File: src/hdl/trace_pkg.sv
// trace logger package: default sizes, stamp type and burst length type
package trace_pkg;

   // source index width, four sources by default
   localparam int SRC_BITS_DEF = 2;

   // event payload width
   localparam int EVENT_WIDTH_DEF = 16;

   // per-source FIFO depth as a power of two, four entries
   localparam int FIFO_LOG_DEPTH_DEF = 2;

   // trace buffer depth as a power of two, sixteen entries
   localparam int LOG_DEPTH_DEF = 4;

   // one stamp word, used for both the cycle count and the sequence number
   typedef logic [31:0] stamp_t;

   // host burst length minus one, also the remaining-beat count
   typedef logic [7:0] burst_len_t;

endpackage
File: src/hdl/trace_logger.sv
// trace logger top: per-source FIFOs, arbiter, trace buffer and burst reader
`timescale 1ns/1ps

module trace_logger #(
   parameter int SRC_BITS       = trace_pkg::SRC_BITS_DEF,
   parameter int EVENT_WIDTH    = trace_pkg::EVENT_WIDTH_DEF,
   parameter int FIFO_LOG_DEPTH = trace_pkg::FIFO_LOG_DEPTH_DEF,
   parameter int LOG_DEPTH      = trace_pkg::LOG_DEPTH_DEF,
   localparam int NSRC          = 1 << SRC_BITS,
   localparam int ENTRY_W       = SRC_BITS + EVENT_WIDTH + 2*$bits(trace_pkg::stamp_t)
) (
   input  logic                        clk,
   input  logic                        rstn,

   input  logic [NSRC-1:0]             ev_valid,
   input  logic [NSRC*EVENT_WIDTH-1:0] ev_data,
   output logic [NSRC-1:0]             ev_full,

   input  logic                        rd_req,
   input  trace_pkg::burst_len_t       rd_len,
   input  logic                        rd_ready,

   output logic                        rd_valid,
   output logic                        rd_last,
   output logic [ENTRY_W-1:0]          rd_data
);

   logic [NSRC-1:0]        fifo_empty;
   logic [NSRC-1:0]        fifo_pop;
   logic [EVENT_WIDTH-1:0] fifo_head [NSRC];
   logic [SRC_BITS-1:0]    grant;
   logic                   grant_valid;
   logic                   buf_pop;
   logic                   buf_empty;

   for (genvar i = 0; i < NSRC; i++) begin : g_src
      // pop the granted source only
      assign fifo_pop[i] = grant_valid & (grant == SRC_BITS'(i));

      event_fifo #(
         .EVENT_WIDTH    (EVENT_WIDTH),
         .FIFO_LOG_DEPTH (FIFO_LOG_DEPTH)
      ) i_fifo (
         .clk     (clk),
         .rstn    (rstn),
         .wr_en   (ev_valid[i]),
         .wr_data (ev_data[i*EVENT_WIDTH +: EVENT_WIDTH]),
         .rd_en   (fifo_pop[i]),
         .rd_data (fifo_head[i]),
         .full    (ev_full[i]),
         .empty   (fifo_empty[i])
      );
   end

   rr_arbiter #(
      .SRC_BITS (SRC_BITS)
   ) i_arb (
      .clk         (clk),
      .rstn        (rstn),
      .req         (~fifo_empty),
      .grant       (grant),
      .grant_valid (grant_valid)
   );

   // granted head goes into the log in the same cycle it is popped
   trace_buffer #(
      .SRC_BITS    (SRC_BITS),
      .EVENT_WIDTH (EVENT_WIDTH),
      .LOG_DEPTH   (LOG_DEPTH)
   ) i_buf (
      .clk      (clk),
      .rstn     (rstn),
      .wr_en    (grant_valid),
      .wr_src   (grant),
      .wr_event (fifo_head[grant]),
      .pop      (buf_pop),
      .head     (rd_data),
      .empty    (buf_empty)
   );

   burst_reader i_rd (
      .clk       (clk),
      .rstn      (rstn),
      .rd_req    (rd_req),
      .rd_len    (rd_len),
      .rd_ready  (rd_ready),
      .buf_empty (buf_empty),
      .rd_valid  (rd_valid),
      .rd_last   (rd_last),
      .pop       (buf_pop)
   );

endmodule

File: src/hdl/burst_reader.sv
// host burst reader: remaining-beat counter, pops and last-beat flag
`timescale 1ns/1ps

module burst_reader (
   input  logic                  clk,
   input  logic                  rstn,

   input  logic                  rd_req,
   input  trace_pkg::burst_len_t rd_len,
   input  logic                  rd_ready,

   input  logic                  buf_empty,

   output logic                  rd_valid,
   output logic                  rd_last,
   output logic                  pop
);

   trace_pkg::burst_len_t remaining;
   logic                  beat;

   // beats only flow while the log has something to give
   assign rd_valid = (remaining != '0) & ~buf_empty;
   assign rd_last  = (remaining == trace_pkg::burst_len_t'(1));

   assign beat = rd_valid & rd_ready;
   assign pop  = beat;

   // a new request restarts the count, even mid-burst
   always_ff @(posedge clk) begin
      if (!rstn) begin
         remaining <= '0;
      end else if (rd_req) begin
         remaining <= rd_len + 1'b1;
      end else if (beat) begin
         remaining <= remaining - 1'b1;
      end
   end

endmodule

File: src/hdl/trace_buffer.sv
// stamped trace log memory, overwrites the oldest entry when full
`timescale 1ns/1ps

module trace_buffer #(
   parameter int SRC_BITS    = 2,
   parameter int EVENT_WIDTH = 16,
   parameter int LOG_DEPTH   = 4,
   localparam int ENTRY_W    = SRC_BITS + EVENT_WIDTH + 2*$bits(trace_pkg::stamp_t)
) (
   input  logic                   clk,
   input  logic                   rstn,

   input  logic                   wr_en,
   input  logic [SRC_BITS-1:0]    wr_src,
   input  logic [EVENT_WIDTH-1:0] wr_event,

   input  logic                   pop,
   output logic [ENTRY_W-1:0]     head,
   output logic                   empty
);

   localparam int DEPTH = 1 << LOG_DEPTH;

   trace_pkg::stamp_t cycle_cnt;
   trace_pkg::stamp_t seq_cnt;

   logic [LOG_DEPTH:0] wr_ptr;
   logic [LOG_DEPTH:0] rd_ptr;
   logic [LOG_DEPTH:0] next_rd_ptr;

   logic [ENTRY_W-1:0] mem [DEPTH];
   logic [ENTRY_W-1:0] mem_out;
   logic [ENTRY_W-1:0] wr_entry;
   logic [ENTRY_W-1:0] wr_entry_q;
   logic               collision;
   logic               full;
   logic               rd_adv;

   // free-running cycle count, sequence number counts writes
   always_ff @(posedge clk) begin
      if (!rstn) begin
         cycle_cnt <= '0;
         seq_cnt   <= '0;
      end else begin
         cycle_cnt <= cycle_cnt + 1'b1;
         if (wr_en) begin
            seq_cnt <= seq_cnt + 1'b1;
         end
      end
   end

   // source on top, sequence number at the bottom
   assign wr_entry = {wr_src, wr_event, cycle_cnt, seq_cnt};

   assign empty = (wr_ptr == rd_ptr);
   assign full  = (wr_ptr[LOG_DEPTH-1:0] == rd_ptr[LOG_DEPTH-1:0]) &
                  (wr_ptr[LOG_DEPTH] != rd_ptr[LOG_DEPTH]);

   // a write into a full log drops the oldest entry;
   // a pop in the same cycle already makes room, so one step is enough
   assign rd_adv = pop | (full & wr_en);

   assign next_rd_ptr = rd_ptr + {{LOG_DEPTH{1'b0}}, rd_adv};

   always_ff @(posedge clk) begin
      if (!rstn) begin
         wr_ptr <= '0;
         rd_ptr <= '0;
      end else begin
         if (wr_en) begin
            wr_ptr <= wr_ptr + 1'b1;
         end
         if (rd_adv) begin
            rd_ptr <= rd_ptr + 1'b1;
         end
      end
   end

   // bypass flag for a write to the slot that becomes the head
   always_ff @(posedge clk) begin
      if (!rstn) begin
         collision <= 1'b0;
      end else begin
         collision <= wr_en & (wr_ptr == next_rd_ptr);
      end
   end

   always_ff @(posedge clk) begin
      wr_entry_q <= wr_entry;
   end

   always_ff @(posedge clk) begin
      if (wr_en) begin
         mem[wr_ptr[LOG_DEPTH-1:0]] <= wr_entry;
      end
      mem_out <= mem[next_rd_ptr[LOG_DEPTH-1:0]];
   end

   // oldest entry, or the one just written if it landed there
   assign head = collision ? wr_entry_q : mem_out;

endmodule

File: src/hdl/rr_arbiter.sv
// round-robin arbiter over the non-empty sources, lowest set bit of a doubled vector
`timescale 1ns/1ps

module rr_arbiter #(
   parameter int SRC_BITS = 2
) (
   input  logic                      clk,
   input  logic                      rstn,

   input  logic [(1<<SRC_BITS)-1:0]  req,
   output logic [SRC_BITS-1:0]       grant,
   output logic                      grant_valid
);

   localparam int NSRC = 1 << SRC_BITS;

   logic [SRC_BITS-1:0] last_grant;
   logic [2*NSRC-1:0]   dbl_req;

   // lower half only sees sources above the last grant, upper half sees all
   always_comb begin
      for (int i = 0; i < NSRC; i++) begin
         dbl_req[i]        = req[i] & (SRC_BITS'(i) > last_grant);
         dbl_req[NSRC + i] = req[i];
      end
   end

   // scan from the top so the lowest set bit wins;
   // with a power-of-two source count the fold back into range is a truncation
   always_comb begin
      grant = '0;
      for (int i = 2*NSRC-1; i >= 0; i--) begin
         if (dbl_req[i]) begin
            grant = SRC_BITS'(i);
         end
      end
   end

   assign grant_valid = |req;

   // remember the winner of every valid grant
   always_ff @(posedge clk) begin
      if (!rstn) begin
         last_grant <= '0;
      end else if (grant_valid) begin
         last_grant <= grant;
      end
   end

endmodule

File: src/hdl/event_fifo.sv
// first-word-fall-through event FIFO with read-during-write bypass
`timescale 1ns/1ps

module event_fifo #(
   parameter int EVENT_WIDTH    = 16,
   parameter int FIFO_LOG_DEPTH = 2
) (
   input  logic                   clk,
   input  logic                   rstn,

   input  logic                   wr_en,
   input  logic [EVENT_WIDTH-1:0] wr_data,

   input  logic                   rd_en,
   output logic [EVENT_WIDTH-1:0] rd_data,

   output logic                   full,
   output logic                   empty
);

   localparam int DEPTH = 1 << FIFO_LOG_DEPTH;

   // pointers carry one extra wrap bit
   logic [FIFO_LOG_DEPTH:0] wr_ptr;
   logic [FIFO_LOG_DEPTH:0] rd_ptr;
   logic [FIFO_LOG_DEPTH:0] next_rd_ptr;

   logic [EVENT_WIDTH-1:0] mem [DEPTH];
   logic [EVENT_WIDTH-1:0] mem_out;
   logic [EVENT_WIDTH-1:0] wr_data_q;
   logic                   collision;
   logic                   wr_ok;

   // same address, wrap bit decides between empty and full
   assign empty = (wr_ptr == rd_ptr);
   assign full  = (wr_ptr[FIFO_LOG_DEPTH-1:0] == rd_ptr[FIFO_LOG_DEPTH-1:0]) &
                  (wr_ptr[FIFO_LOG_DEPTH] != rd_ptr[FIFO_LOG_DEPTH]);

   // a strobe into a full FIFO is dropped
   assign wr_ok = wr_en & ~full;

   assign next_rd_ptr = rd_ptr + {{FIFO_LOG_DEPTH{1'b0}}, rd_en};

   always_ff @(posedge clk) begin
      if (!rstn) begin
         wr_ptr <= '0;
         rd_ptr <= '0;
      end else begin
         if (wr_ok) begin
            wr_ptr <= wr_ptr + 1'b1;
         end
         if (rd_en) begin
            rd_ptr <= rd_ptr + 1'b1;
         end
      end
   end

   // write landing on the slot fetched next, so the memory read is stale
   always_ff @(posedge clk) begin
      if (!rstn) begin
         collision <= 1'b0;
      end else begin
         collision <= wr_ok & (wr_ptr == next_rd_ptr);
      end
   end

   always_ff @(posedge clk) begin
      wr_data_q <= wr_data;
   end

   // head is prefetched from the pointer after this cycle's pop
   always_ff @(posedge clk) begin
      if (wr_ok) begin
         mem[wr_ptr[FIFO_LOG_DEPTH-1:0]] <= wr_data;
      end
      mem_out <= mem[next_rd_ptr[FIFO_LOG_DEPTH-1:0]];
   end

   assign rd_data = collision ? wr_data_q : mem_out;

endmodule

File: config.mk
export PLATFORM = sky130hd
export DESIGN_NAME = trace_logger
export DESIGN_NICKNAME = d
export VERILOG_FILES = /design/src/hdl/trace_pkg.sv /design/src/hdl/trace_logger.sv /design/src/hdl/burst_reader.sv /design/src/hdl/trace_buffer.sv /design/src/hdl/rr_arbiter.sv /design/src/hdl/event_fifo.sv
export SDC_FILE = /design/constraint.sdc
export NUM_CORES = 2
export LEC_CHECK = 0
export ABC_AREA = 1
export BUFFER_PORTS_ARGS = -buffer_cell sky130_fd_sc_hd__clkbuf_2
export CORE_AREA = 2 2 382 384
export CTS_CLUSTER_SIZE = 40
export DETAILED_ROUTE_END_ITERATION = 8
export DIE_AREA = 0 0 384 386
export MAX_ROUTING_LAYER = met4
export PLACE_DENSITY = 0.73
export SYNTH_ARGS = -nofsm -noshare
export SYNTH_HDL_FRONTEND = slang
export SYNTH_SLANG_ARGS = --single-unit
File: constraint.sdc
create_clock -name clk -period 11.6 [get_ports clk]
set_clock_uncertainty 0.15 [all_clocks]
set_input_delay 1.74 -clock clk [delete_from_list [all_inputs] [get_ports clk]]
set_output_delay 1.74 -clock clk [all_outputs]
set_load 0.02 [all_outputs]
# Word-level counts from Yosys, hierarchy flattened
# Memory sizes are Yosys's and may differ from the RTL's. A register that Yosys moved wholly into a read port is not among the register bits.
# Cells that the tools add are included.
dict set report totals {
  mem_bits_rw 1568
  latch_bits 0
  register_bits 259
  n_memories 5
  mem_bits_ro 0
}
# name depth width read_ports rd_clocked_by_memory_dff wr line_no
set memory_table {}
lappend memory_table {i_buf.mem 16 82 1 1 1 trace_buffer.sv:31} ;# logic [ENTRY_W-1:0] mem [DEPTH];
lappend memory_table {{g_src[0].i_fifo.mem} 4 16 1 1 1 event_fifo.sv:28} ;# logic [EVENT_WIDTH-1:0] mem [DEPTH];
lappend memory_table {{g_src[1].i_fifo.mem} 4 16 1 1 1 event_fifo.sv:28}
lappend memory_table {{g_src[2].i_fifo.mem} 4 16 1 1 1 event_fifo.sv:28}
lappend memory_table {{g_src[3].i_fifo.mem} 4 16 1 1 1 event_fifo.sv:28}
dict set report classes {
  addsub 19
  mul 0
  bitwise_logic 33
  order_cmp 5
  muxes 28
  reduce_logical 4
  shift 0
  eq_ne 24
  div 0
}
# operator count
set ops {}
lappend ops {{16-bit two-way mux} 6}
lappend ops {{82-bit two-way mux} 1}
lappend ops {{32-bit by 1-bit adder with 32-bit output (second input constant)} 2}
lappend ops {{16-bit binary-select mux with 2-bit select} 1}
lappend ops {{1-bit bitwise AND} 25}
lappend ops {{3-bit by 1-bit adder with 3-bit output (second input constant)} 8}
lappend ops {{3-bit == test} 8}
lappend ops {{2-bit two-way mux} 8}
lappend ops {{8-bit two-way mux} 2}
lappend ops {{3-bit by 1-bit adder with 3-bit output} 4}
lappend ops {{5-bit by 1-bit adder with 5-bit output (second input constant)} 2}
lappend ops {{5-bit == test} 2}
lappend ops {{1-bit two-way mux} 10}
lappend ops {{8-bit by 1-bit adder with 8-bit output (second input constant)} 1}
lappend ops {{2-bit == test} 4}
lappend ops {{8-bit by 1-bit == test with 1-bit output (second input constant)} 1}
lappend ops {{8-bit nonzero test} 1}
lappend ops {{8-bit by 1-bit subtractor with 8-bit output (second input constant)} 1}
lappend ops {{5-bit by 1-bit adder with 5-bit output} 1}
lappend ops {{1-bit != test} 5}
lappend ops {{1-bit NOT} 5}
lappend ops {{2-bit == test (second input constant)} 2}
lappend ops {{4-bit == test} 1}
lappend ops {{1-bit by 2-bit > comparator with 1-bit output (first input constant)} 2}
lappend ops {{9 further kinds} 10}

# Depth between registers and ports, before layout
dict set report depth {
  depth_word 15
  depth_mapped 21
  depth_no_buf 20
}

# Modules after synthesis
# Synthesis repeated with hierarchy kept, for this count alone.
dict set report hier_totals {
  cells_unflattened 6148
  area_unflattened_um2 76284.4
}
# mod n_inst cells_each seq_area_each_um2 area_each_um2
set modules_own_cells {}
lappend modules_own_cells {trace_buffer 1 4717 44182.4 59812.4}
lappend modules_own_cells {{event_fifo at g_src[1].i_fifo ...} 3 276 2702.6 3688.5}
lappend modules_own_cells {{event_fifo at g_src[0].i_fifo} 1 278 2702.6 3709.8}
lappend modules_own_cells {burst_reader 1 128 160.2 779.5}
lappend modules_own_cells {trace_logger 1 165 0.0 730.7}
lappend modules_own_cells {rr_arbiter 1 32 40.0 186.4}

# Least setup slack after synthesis
# Ideal clock, no wire load.
dict set report synth_path {
  path_type {register to register}
  startpoint {register g_src[1].i_fifo.wr_ptr[0]}
  endpoint {memory i_buf.mem[0][0] in the netlist's numbering (enable)}
  stages_incl_launch_ff 11
  period_less_slack_ns 5.351
  required_time_ns 10.927
  slack_ns 6.249
  arrival_ns 4.678
  path_cell_list {dfxtp_1 > inv_1 > nand2_1 > nand2_1 > nand3_1 > nor2_1 > nand2_1 > buf_4 > buf_2 > nand2_1 > nor2_1}
}
dict set report synth_between {
  elab_chain_len 5
}
# element line_no
set synth_lines {}
lappend synth_lines {{from (decl)} event_fifo.sv:24} ;# logic [FIFO_LOG_DEPTH:0] wr_ptr;
lappend synth_lines {{from (signal assigned)} event_fifo.sv:50} ;# wr_ptr <= wr_ptr + 1'b1;
lappend synth_lines {{3-bit == test} event_fifo.sv:35} ;# assign empty = (wr_ptr == rd_ptr);
lappend synth_lines {{4-bit NOT} trace_logger.sv:60} ;# .req (~fifo_empty),
lappend synth_lines {{4-bit OR reduction} rr_arbiter.sv:39} ;# assign grant_valid = |req;
lappend synth_lines {{1-bit two-way mux} trace_buffer.sv:93} ;# if (wr_en) begin
lappend synth_lines {{1-bit two-way mux (implied by the code)} trace_buffer.sv:94} ;# mem[wr_ptr[LOG_DEPTH-1:0]] <= wr_entry;
lappend synth_lines {{to (decl)} trace_buffer.sv:31}
# No other way between the ends.

# Worst setup path after layout
dict set report layout_path {
  startpoint {register g_src[0].i_fifo.rd_ptr[2]}
  endpoint {register i_buf.mem_out[17], read port of i_buf.mem}
}
dict set report layout_between {
  elab_chain_len 6
}
# element line_no
set layout_lines {}
lappend layout_lines {{from (decl)} event_fifo.sv:25} ;# logic [FIFO_LOG_DEPTH:0] rd_ptr;
lappend layout_lines {{from (signal assigned)} event_fifo.sv:53} ;# rd_ptr <= rd_ptr + 1'b1;
lappend layout_lines {{3-bit == test} event_fifo.sv:35}
lappend layout_lines {{4-bit NOT} trace_logger.sv:60}
lappend layout_lines {{4-bit OR reduction} rr_arbiter.sv:39}
lappend layout_lines {{1-bit bitwise AND} trace_buffer.sv:61} ;# assign rd_adv = pop | (full & wr_en);
lappend layout_lines {{1-bit OR} trace_buffer.sv:61}
lappend layout_lines {{5-bit by 1-bit adder with 5-bit output} trace_buffer.sv:63} ;# assign next_rd_ptr = rd_ptr + {{LOG_DEPTH{1'b0}}, rd_adv};
lappend layout_lines {{to (decl)} trace_buffer.sv:32} ;# logic [ENTRY_W-1:0] mem_out;
# No other way between the ends.
# A chain may end at the register's enable or synchronous reset.

==> out/results.tsv <==
stage	metric	value	unit
timing	FMAX	176	MHz
synth	leading area contributor after synthesis	edfxtp_1	
worst_setup_path	R2R setup slack	5.90	ns
synth	post-synthesis sequential element count	1973	
floorplanning	core area	145000	um^2
placement	GPL Wtd Cong	0.863	
clock_network	clock root buffer	clkbuf_16	
detailed_routing	wire per inst	23.2	um
layout	Layout area overhead	11.5	%
global_routing	vias in the first global route	43260	
clock_network	CTS clk-pin slew, worst paths	0.07	ns
timing	Worst-Margin Slew	1.35	ns
clock_network	CTS Hold Bufs	0	
clock_network	Post-CTS Resized	0	
timing	Fin Setup TNS	0	ns
clock_network	TritonCTS clock tree	done	
synth	ys async rst share	0	
timing	final setup fails	0	
detailed_routing	DRC viols	0	
detailed_routing	Vias/cell	5.93	
worst_setup_path	Max Fanout on Critical Path	201	
clock_network	Bufs on Longest Clock Path	3	
timing	minimum clock period	5.70	ns
synth	Synthesized Nets	5479	
synth	top cells by count, synth	edfxtp_1 (1568), nor2_1 (682), o21ai_0 (533)	
synth	Post-synth EDFFs	1568	
global_routing	remaining global-route overflow	0	
synth	Synth area leaders	edfxtp_1 (63%), dfxtp_1 (11%), mux2i_1 (4.8%)	
floorplanning	die area	148000	um^2
detailed_routing	vias	44661	
min_path	worst hold path type	flop to flop	
timing	Tcrit/Tclk final	0.491	
clock_network	TritonCTS buffer count	185	
power_and_ir_drop	leakage power	0.0287	uW
global_routing	initial antenna violation count	5	
floorplanning	starting density of the core	0.517	
synth	most frequent cell after synthesis	edfxtp_1	
synth	post-synth cell types	48	
timing	Final Hold Viols	0	
detailed_routing	Initial DRT Pass Iterations	5	
synth	Mean Syn Cell Area	13.9	um^2
clock_network	clock sinks	1973	
job	maxcap violations	0	
layout	share of layout cells above drive strength 1	0.116	
clock_network	Worst-Skew Late Latency	0.83	ns
floorplanning	row cnt	140	
synth	Top FF cell, synth	edfxtp_1	
detailed_routing	Antenna Nets Post-Route	0	
placement	IO buf count	167	
global_routing	first-pass GRT wire length	262000	um
power_and_ir_drop	Max VDD drop	0.452	mV
outcome	status	finished clean	
timing	RSZ-0062 raised after global routing	false	
floorplanning	IO Count	168	
worst_setup_path	worst path required time	12.21	ns
timing	Hold Slack	0.335	ns
timing	Rel. slew slack	0.102	
worst_setup_path	Worst setup SP type	flop	
synth	Cells after Synth	5359	
worst_setup_path	CP Capture Type	flop	
layout	Nets	5569	
synth	post-synthesis sequential area ratio	0.739	
detailed_routing	drt total wl	175000	um
power_and_ir_drop	Pwr Density	269	nW/um^2
global_routing	gr usage total	0.240	
synth	Yosys top cell area share	0.631	
placement	detailed placement HPWL	88400	um
synth	synthesized area	74700	um^2
synth	yosys warns	0	
floorplanning	die height	386	um
detailed_routing	Initial DRC Count	4755	
timing	Slew Limit Fails	0	
worst_setup_path	data arrival time of the worst path	6.31	ns
clock_network	H-tree depth	4	
floorplanning	Die Width	384	um
global_routing	largest net degree at the start of global routing	277	
clock_network	Post-CTS Setup Bufs	0	
worst_setup_path	Setup Crit Path Kind	flop to flop	
## cell families (layout without fill, tap and decap cells)
logic type | after synthesis | count (layout) | share of synthesized area
other | 0 | 5 | 0
and+or+nand+nor | 1312 | 1312 | 0.0722
DFF | 1973 | 1973 | 0.739
AOI/OAI and AO/OA | 1074 | 1074 | 0.0895
xor gates and xnor gates | 49 | 49 | 0.00595
muxes | 441 | 441 | 0.0605
buffers and inverters | 470 | 723 | 0.0259
adders and majority gates | 40 | 40 | 0.00670
## final timing paths
check	from	end	cells past startpoint
setup / recovery	g_src[0].i_fifo.rd_ptr[2]	i_buf.mem_out[17]	14
hold / removal	g_src[3].i_fifo.wr_ptr[2]	g_src[3].i_fifo.wr_ptr[2]	1
setup reg to reg	g_src[0].i_fifo.rd_ptr[2]	i_buf.mem_out[17]	14
hold reg to reg	g_src[3].i_fifo.wr_ptr[2]	g_src[3].i_fifo.wr_ptr[2]	1
## layout by cell type (no fill, tap or decap), drive strengths merged, types with 2 or more instances in the layout
cell type / count
buf: 62
nand2: 344
a21oi: 81
xor2: 31
inv: 147
o22ai: 102
clkbuf: 454
nor3b: 5
nand4: 19
xnor2: 18
bufinv: 5
o221ai: 266
a31oi: 2
nor4: 10
nor3: 29
o21ai: 574
clkinv: 54
ha: 40
mux2: 82
nand3: 209
o32ai: 32
a2111oi: 2
mux2i: 359
nor2: 690
dfxtp: 405
or2: 3
edfxtp: 1568
and3: 2
diode: 5
o21a: 9
o21bai: 3
## metal layers
layer,GRT usage,part of all wire,up-vias
met2,0.392,0.50,1746
met5,-,0,-
met1,0.309,0.40,22343
li1,-,-,20251
met3,0.0390,0.078,321
met4,0.0749,0.025,0
## where the power goes
| group | switching [uW] | total [uW] | internal [uW] |
|---|---|---|---|
| clock | 2570 | 5880 | 3310 |
| sequential | 292 | 9270 | 8970 |
| combinational | 5020 | 7200 | 2180 |
| total | 7880 | 22300 | 14500 |
## critical path, cell delays in order, from the launching register on
cell	delay [ns]
dfxtp_1	0.49
xnor2_2	0.20
nand3_1	0.26
nor2_1	0.18
nand2_1	0.07
buf_4	0.27
nand4_1	0.16
nand2_2	0.14
ha_4	0.87
buf_12	0.75
buf_12	0.65
o21ai_0	0.35
o221ai_1	0.26
nand3_1	0.12
nand2_1	0.11
## final cells by class
type	count	area, um^2
clock buffers	287	5370
repair buffers	229	1350
well taps	1917	2400
flip-flops and latches	1973	55200
clock inverters	63	589
fillers	10962	61300
diodes	5	12.5
multi-input cells	2916	17700
inverters	144	561
## metrics by stage
stage	area, um^2	cells	setup slack [ns]	total power [uW]	utilization
6_report	83200	7534	5.90	22300	0.576
5_1_grt	83200	7534	5.69	23400	0.576
4_1_cts	83200	7529	6.03	22400	0.576
3_5_place_dp	77300	7179	5.67	16600	0.535
3_3_place_gp	77300	7179	5.72	16400	0.535
2_1_floorplan	74700	5359	6.25	14500	-
## state kept, by name, indices dropped and copies added, names as in the netlist, 5 cells and up
signal / flops
g_src.i_fifo.mem_out: 64
i_buf.rd_ptr: 5
g_src.i_fifo.wr_data_q: 64
g_src.i_fifo.wr_ptr: 12
i_buf.mem_out: 82
g_src.i_fifo.mem: 256
i_buf.wr_ptr: 5
i_buf.cycle_cnt: 32
i_buf.mem: 1312
g_src.i_fifo.rd_ptr: 12
i_rd.remaining: 8
i_buf.wr_entry_q: 82
i_buf.seq_cnt: 32
(Power assumes the default switching activity.)
